$ cat src/icache_pkg.sv
`default_nettype none

package icache_pkg;

    // address and word widths
    localparam int ADDR_W = 32;
    localparam int DATA_W = 32;

    // cache geometry
    localparam int NUM_LINES      = 16;
    localparam int WORDS_PER_LINE = 4;
    localparam int INDEX_W        = $clog2(NUM_LINES);
    localparam int OFFSET_W       = $clog2(WORDS_PER_LINE);

    // byte lane bits below the word offset
    localparam int BYTE_OFF_W = 2;

    // field positions inside a byte address
    localparam int OFFSET_LSB = BYTE_OFF_W;
    localparam int INDEX_LSB  = OFFSET_LSB + OFFSET_W;
    localparam int TAG_LSB    = INDEX_LSB + INDEX_W;
    localparam int TAG_W      = ADDR_W - TAG_LSB;

    // controller states
    typedef enum logic [2:0] {
        IDLE   = 3'd0,
        LOOKUP = 3'd1,
        REFILL = 3'd2,
        UPDATE = 3'd3,
        FLUSH  = 3'd4
    } ctrl_state_t;

endpackage

`default_nettype wire

$ cat src/icache_ctrl.sv
`timescale 1ns/1ns
`default_nettype none

module icache_ctrl (
    input  logic clk,
    input  logic rst,
    input  logic cpu_req_valid,
    input  logic flush,
    input  logic hit,
    input  logic refill_done,
    output logic lookup_en,
    output logic refill_start,
    output logic tag_write,
    output logic flush_all,
    output logic cpu_req_ready
);
    import icache_pkg::*;

    ctrl_state_t state;
    ctrl_state_t state_next;
    logic        fetch_pending;

    // a valid that is being answered this cycle is not a new fetch
    assign fetch_pending = cpu_req_valid && !cpu_req_ready;

    always_ff @(posedge clk)
    begin
        if (rst)
        begin
            state <= IDLE;
        end
        else
        begin
            state <= state_next;
        end
    end

    always_comb
    begin
        state_next = state;
        case (state)
            IDLE:
            begin
                if (fetch_pending)
                begin
                    state_next = LOOKUP;
                end
                else if (flush)
                begin
                    state_next = FLUSH;
                end
            end
            LOOKUP:
            begin
                if (hit)
                begin
                    state_next = IDLE;
                end
                else
                begin
                    state_next = REFILL;
                end
            end
            REFILL:
            begin
                if (refill_done)
                begin
                    state_next = UPDATE;
                end
            end
            // tag lands at this edge so the next lookup hits
            UPDATE:
            begin
                state_next = LOOKUP;
            end
            FLUSH:
            begin
                state_next = IDLE;
            end
            default:
            begin
                state_next = IDLE;
            end
        endcase
    end

    assign lookup_en    = (state == IDLE) && fetch_pending;
    assign refill_start = (state == LOOKUP) && !hit;
    assign tag_write    = (state == UPDATE);
    assign flush_all    = (state == FLUSH);

    // one-cycle response lined up with the registered data word
    always_ff @(posedge clk)
    begin
        if (rst)
        begin
            cpu_req_ready <= 1'b0;
        end
        else
        begin
            cpu_req_ready <= (state == LOOKUP) && hit;
        end
    end

endmodule

`default_nettype wire

$ cat src/icache_tag_array.sv
`timescale 1ns/1ns
`default_nettype none

module icache_tag_array (
    input  logic                         clk,
    input  logic                         rst,
    input  logic                         lookup_en,
    input  logic [icache_pkg::ADDR_W-1:0] cpu_req_addr,
    input  logic                         tag_write,
    input  logic                         flush_all,
    output logic                         hit
);
    import icache_pkg::*;

    logic [NUM_LINES-1:0] valid;
    logic [TAG_W-1:0]     tags [NUM_LINES];
    logic [INDEX_W-1:0]   idx_q;
    logic [TAG_W-1:0]     tag_q;

    // capture the request fields for the compare cycle
    always_ff @(posedge clk)
    begin
        if (lookup_en)
        begin
            idx_q <= cpu_req_addr[INDEX_LSB +: INDEX_W];
            tag_q <= cpu_req_addr[TAG_LSB +: TAG_W];
        end
    end

    always_ff @(posedge clk)
    begin
        if (tag_write)
        begin
            tags[idx_q] <= tag_q;
        end
    end

    always_ff @(posedge clk)
    begin
        if (rst || flush_all)
        begin
            valid <= '0;
        end
        else if (tag_write)
        begin
            valid[idx_q] <= 1'b1;
        end
    end

    assign hit = valid[idx_q] && (tags[idx_q] == tag_q);

endmodule

`default_nettype wire

$ cat src/icache_data_array.sv
`timescale 1ns/1ns
`default_nettype none

module icache_data_array (
    input  logic                           clk,
    input  logic [icache_pkg::ADDR_W-1:0]   cpu_req_addr,
    input  logic                           data_we,
    input  logic [icache_pkg::OFFSET_W-1:0] wr_offset,
    input  logic [icache_pkg::DATA_W-1:0]   wr_data,
    output logic [icache_pkg::DATA_W-1:0]   cpu_req_data
);
    import icache_pkg::*;

    logic [DATA_W-1:0]   mem [NUM_LINES][WORDS_PER_LINE];
    logic [INDEX_W-1:0]  line_idx;
    logic [OFFSET_W-1:0] rd_offset;

    assign line_idx  = cpu_req_addr[INDEX_LSB +: INDEX_W];
    assign rd_offset = cpu_req_addr[OFFSET_LSB +: OFFSET_W];

    // refill words go to the line of the pending request
    always_ff @(posedge clk)
    begin
        if (data_we)
        begin
            mem[line_idx][wr_offset] <= wr_data;
        end
    end

    // registered read of the requested word
    always_ff @(posedge clk)
    begin
        cpu_req_data <= mem[line_idx][rd_offset];
    end

endmodule

`default_nettype wire

$ cat src/icache_refill.sv
`timescale 1ns/1ns
`default_nettype none

module icache_refill (
    input  logic                           clk,
    input  logic                           rst,
    input  logic                           refill_start,
    input  logic [icache_pkg::ADDR_W-1:0]   cpu_req_addr,
    input  logic                           mem_req_ready,
    input  logic [icache_pkg::DATA_W-1:0]   mem_req_data,
    output logic [icache_pkg::ADDR_W-1:0]   mem_req_addr,
    output logic                           mem_req_valid,
    output logic                           data_we,
    output logic [icache_pkg::OFFSET_W-1:0] wr_offset,
    output logic [icache_pkg::DATA_W-1:0]   wr_data,
    output logic                           refill_done
);
    import icache_pkg::*;

    logic [OFFSET_W-1:0]       word_cnt;
    logic [ADDR_W-1:INDEX_LSB] line_base;
    logic                      last_word;

    assign last_word = (word_cnt == OFFSET_W'(WORDS_PER_LINE - 1));

    // tag and index of the line being filled
    always_ff @(posedge clk)
    begin
        if (refill_start)
        begin
            line_base <= cpu_req_addr[ADDR_W-1:INDEX_LSB];
        end
    end

    always_ff @(posedge clk)
    begin
        if (mem_req_valid && mem_req_ready)
        begin
            wr_data <= mem_req_data;
        end
    end

    always_ff @(posedge clk)
    begin
        if (rst)
        begin
            mem_req_valid <= 1'b0;
            data_we       <= 1'b0;
            refill_done   <= 1'b0;
            word_cnt      <= '0;
        end
        else
        begin
            data_we     <= 1'b0;
            refill_done <= 1'b0;
            if (refill_start)
            begin
                word_cnt      <= '0;
                mem_req_valid <= 1'b1;
            end
            else if (mem_req_valid && mem_req_ready)
            begin
                mem_req_valid <= 1'b0;
                data_we       <= 1'b1;
            end
            else if (data_we)
            begin
                // after the word write request the next word or finish
                if (last_word)
                begin
                    refill_done <= 1'b1;
                end
                else
                begin
                    word_cnt      <= word_cnt + 1'b1;
                    mem_req_valid <= 1'b1;
                end
            end
        end
    end

    assign mem_req_addr = {line_base, word_cnt, {BYTE_OFF_W{1'b0}}};
    assign wr_offset    = word_cnt;

endmodule

`default_nettype wire

$ cat src/icache_top.sv
`timescale 1ns/1ns
`default_nettype none

module icache_top (
    input  logic                         clk,
    input  logic                         rst,
    input  logic [icache_pkg::ADDR_W-1:0] cpu_req_addr,
    input  logic                         cpu_req_valid,
    input  logic                         flush,
    output logic [icache_pkg::DATA_W-1:0] cpu_req_data,
    output logic                         cpu_req_ready,
    output logic [icache_pkg::ADDR_W-1:0] mem_req_addr,
    output logic                         mem_req_valid,
    input  logic [icache_pkg::DATA_W-1:0] mem_req_data,
    input  logic                         mem_req_ready
);
    import icache_pkg::*;

    logic                lookup_en;
    logic                refill_start;
    logic                tag_write;
    logic                flush_all;
    logic                hit;
    logic                refill_done;
    logic                data_we;
    logic [OFFSET_W-1:0] wr_offset;
    logic [DATA_W-1:0]   wr_data;

    icache_ctrl u_ctrl (
        .clk           (clk),
        .rst           (rst),
        .cpu_req_valid (cpu_req_valid),
        .flush         (flush),
        .hit           (hit),
        .refill_done   (refill_done),
        .lookup_en     (lookup_en),
        .refill_start  (refill_start),
        .tag_write     (tag_write),
        .flush_all     (flush_all),
        .cpu_req_ready (cpu_req_ready)
    );

    icache_tag_array u_tag_array (
        .clk          (clk),
        .rst          (rst),
        .lookup_en    (lookup_en),
        .cpu_req_addr (cpu_req_addr),
        .tag_write    (tag_write),
        .flush_all    (flush_all),
        .hit          (hit)
    );

    icache_data_array u_data_array (
        .clk          (clk),
        .cpu_req_addr (cpu_req_addr),
        .data_we      (data_we),
        .wr_offset    (wr_offset),
        .wr_data      (wr_data),
        .cpu_req_data (cpu_req_data)
    );

    icache_refill u_refill (
        .clk           (clk),
        .rst           (rst),
        .refill_start  (refill_start),
        .cpu_req_addr  (cpu_req_addr),
        .mem_req_ready (mem_req_ready),
        .mem_req_data  (mem_req_data),
        .mem_req_addr  (mem_req_addr),
        .mem_req_valid (mem_req_valid),
        .data_we       (data_we),
        .wr_offset     (wr_offset),
        .wr_data       (wr_data),
        .refill_done   (refill_done)
    );

endmodule

`default_nettype wire

$ cat config.mk
export PLATFORM = sky130hd
export DESIGN_NAME = icache_top
export DESIGN_NICKNAME = d
export VERILOG_FILES = /design/src/icache_pkg.sv /design/src/icache_ctrl.sv /design/src/icache_tag_array.sv /design/src/icache_data_array.sv /design/src/icache_refill.sv /design/src/icache_top.sv
export SDC_FILE = /design/constraint.sdc
export NUM_CORES = 2
export LEC_CHECK = 0
export BUFFER_PORTS_ARGS = -buffer_cell sky130_fd_sc_hd__buf_4
export CAP_MARGIN = 0
export CELL_PAD_IN_SITES_DETAIL_PLACEMENT = 2
export CELL_PAD_IN_SITES_GLOBAL_PLACEMENT = 2
export CORE_AREA = 5 5 488 490
export DETAILED_ROUTE_END_ITERATION = 10
export DIE_AREA = 0 0 493 495
export GPL_ROUTABILITY_DRIVEN = 0
export GPL_TIMING_DRIVEN = 0
export PLACE_DENSITY_LB_ADDON = 0.1
export SYNTH_ARGS = -nofsm -noshare
export SYNTH_HDL_FRONTEND = slang
export SYNTH_SLANG_ARGS = --single-unit
export TNS_END_PERCENT = 5
$ cat constraint.sdc
create_clock -name clk -period 5.25 [get_ports clk]
set_input_delay 0.2625 -clock clk [delete_from_list [all_inputs] [get_ports clk]]
set_output_delay 0.2625 -clock clk [all_outputs]
set_load 0.01 [all_outputs]
==> results.tsv <==
metric	value	unit
r2r setup slk	0.29	ns
first-pass GRT wire length	427	mm
post-synthesis compound-gate area fraction	0.505	%
total congestion overflow	0	
largest family of logic cells by synthesized area	multiplexers	
vias in the first global route	50600	
XOR/XNOR share of the synthesized area	0.259	%
initial DRC count	5384	
async set-or-reset flop fraction in the synthesized netlist	0	%
Final Critical Period	5.11	ns
TritonCTS clock tree	done	
Slew HR	6.59	%
post-route clock period utilization	97.4	%
top-area cell type share of the netlist area	77.6	%
Startpoint Class	input pin	
number of I/O port buffers	129	
Placeable Area	234000	um^2
CP endpoint	u_data_array.cpu_req_data[11]$_DFF_P_	
adder-cell area share of the yosys netlist	0.0514	%
DRT antenna net count	0	
top_reg_cell synth	edfxtp_1	
total power	45.0	mW
row count	178	
cells after synthesis	3915	
reg2reg end	u_refill.refill_done$_SDFF_PP0_	
P&R area growth vs syn	19.7	%
htree depth	5	
Post-Syn Area	97500	um^2
clock root cell	clkbuf_16	
Synth area leaders	edfxtp_1 (78%), mux4_2 (17%), dfxtp_1 (1.3%)	
WS Path Type	in -> reg	
Seq/Total Area, Yosys	78.9	%
Post-synth EDFFs	2520	
Yosys Warn Count	0	
# DRC	0	
P per Cell Area	386	nW/um^2
Fin. Hold Viols	0	
VDD IR max	0.364	mV
Yosys reg bits	2581	
Worst-path clk slew	0.06	ns
most common cell after layout, fill and taps aside	edfxtp_1	
WL per Instance	38.8	um
outcome	completed	
starting density of the core	41.7	%
die width	493	um
largest net degree at the start of global routing	33	
Final Skew	0.0478	ns
Sink Count	2581	
Max Root-Sink Buffers	4	
final setup fails	0	
post-synthesis cell type count	64	
via count	46800	
Via density	5.94	
Pins Over Slew Limit	0	
die footprint	244000	um^2
Pleak	36.5	nW
worst skew pair latency	0.92	ns
R2R depth	12	
CP max FO	10	
gr usage total	25.3	%
Layout Nets	4672	
initial antenna violation count	37	
Post-Route WL	306	mm
Synth Area in Simple Gates	1.02	%
top cell type by total area after synthesis	edfxtp_1	
Arrival @ worst endpoint	5.83	ns
post-CTS setup buffers	0	
HPWL reported at the end of detailed placement	209	mm
IO Count	135	
fmax	196	MHz
Fin Hold WS	0.0600	ns
Hold/Removal Path Class	in -> reg	
most frequent cells in the layout	edfxtp_1 (2520), mux4_2 (751), clkbuf_16 (304)	
Worst Setup SP	cpu_req_addr[4]	
CTS buffer count	298	
Syn Area/Cell	24.9	um^2
reported max-cap violation count	0	
drt pass-1 iters	6	
Die Ht	495	um
endpoint type of the worst setup path	register	
Worst-Margin Slew	1.40	ns
RSZ-0062 raised after global routing	false	
required time worst endpoint	5.97	ns
mux share of post-synthesis cell area	18.3	%
share of post-route cells with drive strength above 1	33.0	%
-- synth_stat cells (2+ instances only) --
| cell | count |
|---|---|
| buf_12 | 2 |
| edfxtp_1 | 2520 |
| a22o_1 | 3 |
| a22oi_1 | 9 |
| xor2_1 | 14 |
| inv_1 | 7 |
| buf_4 | 9 |
| xnor2_1 | 13 |
| nand3b_1 | 6 |
| nor3_1 | 12 |
| nor2_1 | 89 |
| a211oi_1 | 2 |
| o21ai_0 | 5 |
| and4_1 | 5 |
| nor2b_1 | 10 |
| mux4_2 | 751 |
| clkbuf_1 | 120 |
| inv_2 | 2 |
| nand4_1 | 7 |
| or3_1 | 3 |
| buf_6 | 10 |
| o21a_1 | 16 |
| dfxtp_1 | 61 |
| o221ai_1 | 2 |
| nand3_1 | 18 |
| mux4_1 | 8 |
| mux2_2 | 11 |
| ha_1 | 4 |
| o211ai_1 | 2 |
| a21oi_1 | 4 |
| buf_2 | 8 |
| or4_1 | 2 |
| nand2b_1 | 6 |
| mux2i_1 | 57 |
| buf_1 | 47 |
| a31oi_1 | 4 |
| nand2_1 | 36 |
| nor4_1 | 3 |
| o22ai_1 | 2 |
-- cells by family after synthesis --
| kind of cell | Yosys count |
|---|---|
| flip-flops | 2581 |
| XOR/XNOR | 28 |
| other | 1 |
| adder cells (fa/ha/maj) | 4 |
| AO/OA/AOI/OAI | 60 |
| buffers and inverters | 206 |
| AND/OR/NAND/NOR | 207 |
| multiplexers | 828 |
-- registers in the layout (all words and copies together), names as in the netlist, 4 cells and up, named ones only --
name and count:
u_tag_array.valid 16, u_refill.line_base 28, u_refill.wr_data 32, u_tag_array.tags 384, u_data_array.cpu_req_data 32, u_tag_array.tag_q 24
u_tag_array.idx_q 4, u_data_array.mem 2048
-- critical path, cell delays in order --
cell           delay, ns
dlygate4sd3_1       0.53
buf_4               0.13
clkbuf_1            0.84
clkbuf_1            1.07
clkbuf_1            1.04
mux4_2              0.62
mux4_2              0.67
mux4_2              0.63
-- stage by stage --
step	worst slack (ns)	area, um^2	cells	TNS [ns]	utilization, %
detailed placement	-0.306	107000	7283	-13.85	45.8
CTS	0.120	117000	7865	0	49.9
floorplan	1.90	97500	3916	0	-
finish	0.138	117000	7885	0	49.9
global route	0.0295	117000	7881	0	49.9
global placement	-3.29	102000	7105	-4830.25	43.8
-- per-layer routing --
layer / up-vias / wire [um] / GRT usage [%] / share of wire [%]
met1: 26000 / 124000 / 34.8 / 41
met4: 8 / 10000 / 7.54 / 3.3
li1: 18400 / - / - / -
met2: 1883 / 152000 / 41.8 / 49
met5: - / 49 / 0 / 0.016
met3: 459 / 20600 / 4.57 / 6.7
-- layout make-up --
class	count	area [um^2]
fill	19700	117000
clock buffer	376	7910
timing repair buffer	384	5780
antenna	20	50.0
tap	3060	3830
buffer	196	910
sequential	2581	76900
multi-input combinational	1129	20200
clock inverter	130	1020
inverter	9	36.3
-- where the power goes --
group / total [mW] / internal, mW / leakage (nW) / switching, mW
sequential: 22.8 / 22.6 / 23.2 / 0.167
combinational: 2.73 / 1.14 / 8.94 / 1.59
clock: 19.5 / 11.4 / 4.39 / 8.12
-- worst min path at each step --
stage	start	end	slack [ns]	cells after the start
floorplan	rst	u_refill.mem_req_valid$_SDFFE_PP0P_	0.33	1
global placement	mem_req_data[3]	u_refill.wr_data[3]$_DFFE_PP_	0.44	1
detailed placement	mem_req_data[23]	u_refill.wr_data[23]$_DFFE_PP_	0.44	1
CTS	mem_req_data[23]	u_refill.wr_data[23]$_DFFE_PP_	0.001	2
global route	mem_req_data[10]	u_refill.wr_data[10]$_DFFE_PP_	0.005	2
finish	mem_req_data[10]	u_refill.wr_data[10]$_DFFE_PP_	0.06	2
-- timing repair --
action                                  CTS  global route
endpoints found under the setup margin    1             0
hold endpoints to repair                106             0
gates resized for setup                   2             0
hold buffers                             77             0
Note: power is estimated with default switching activity, not from simulation.
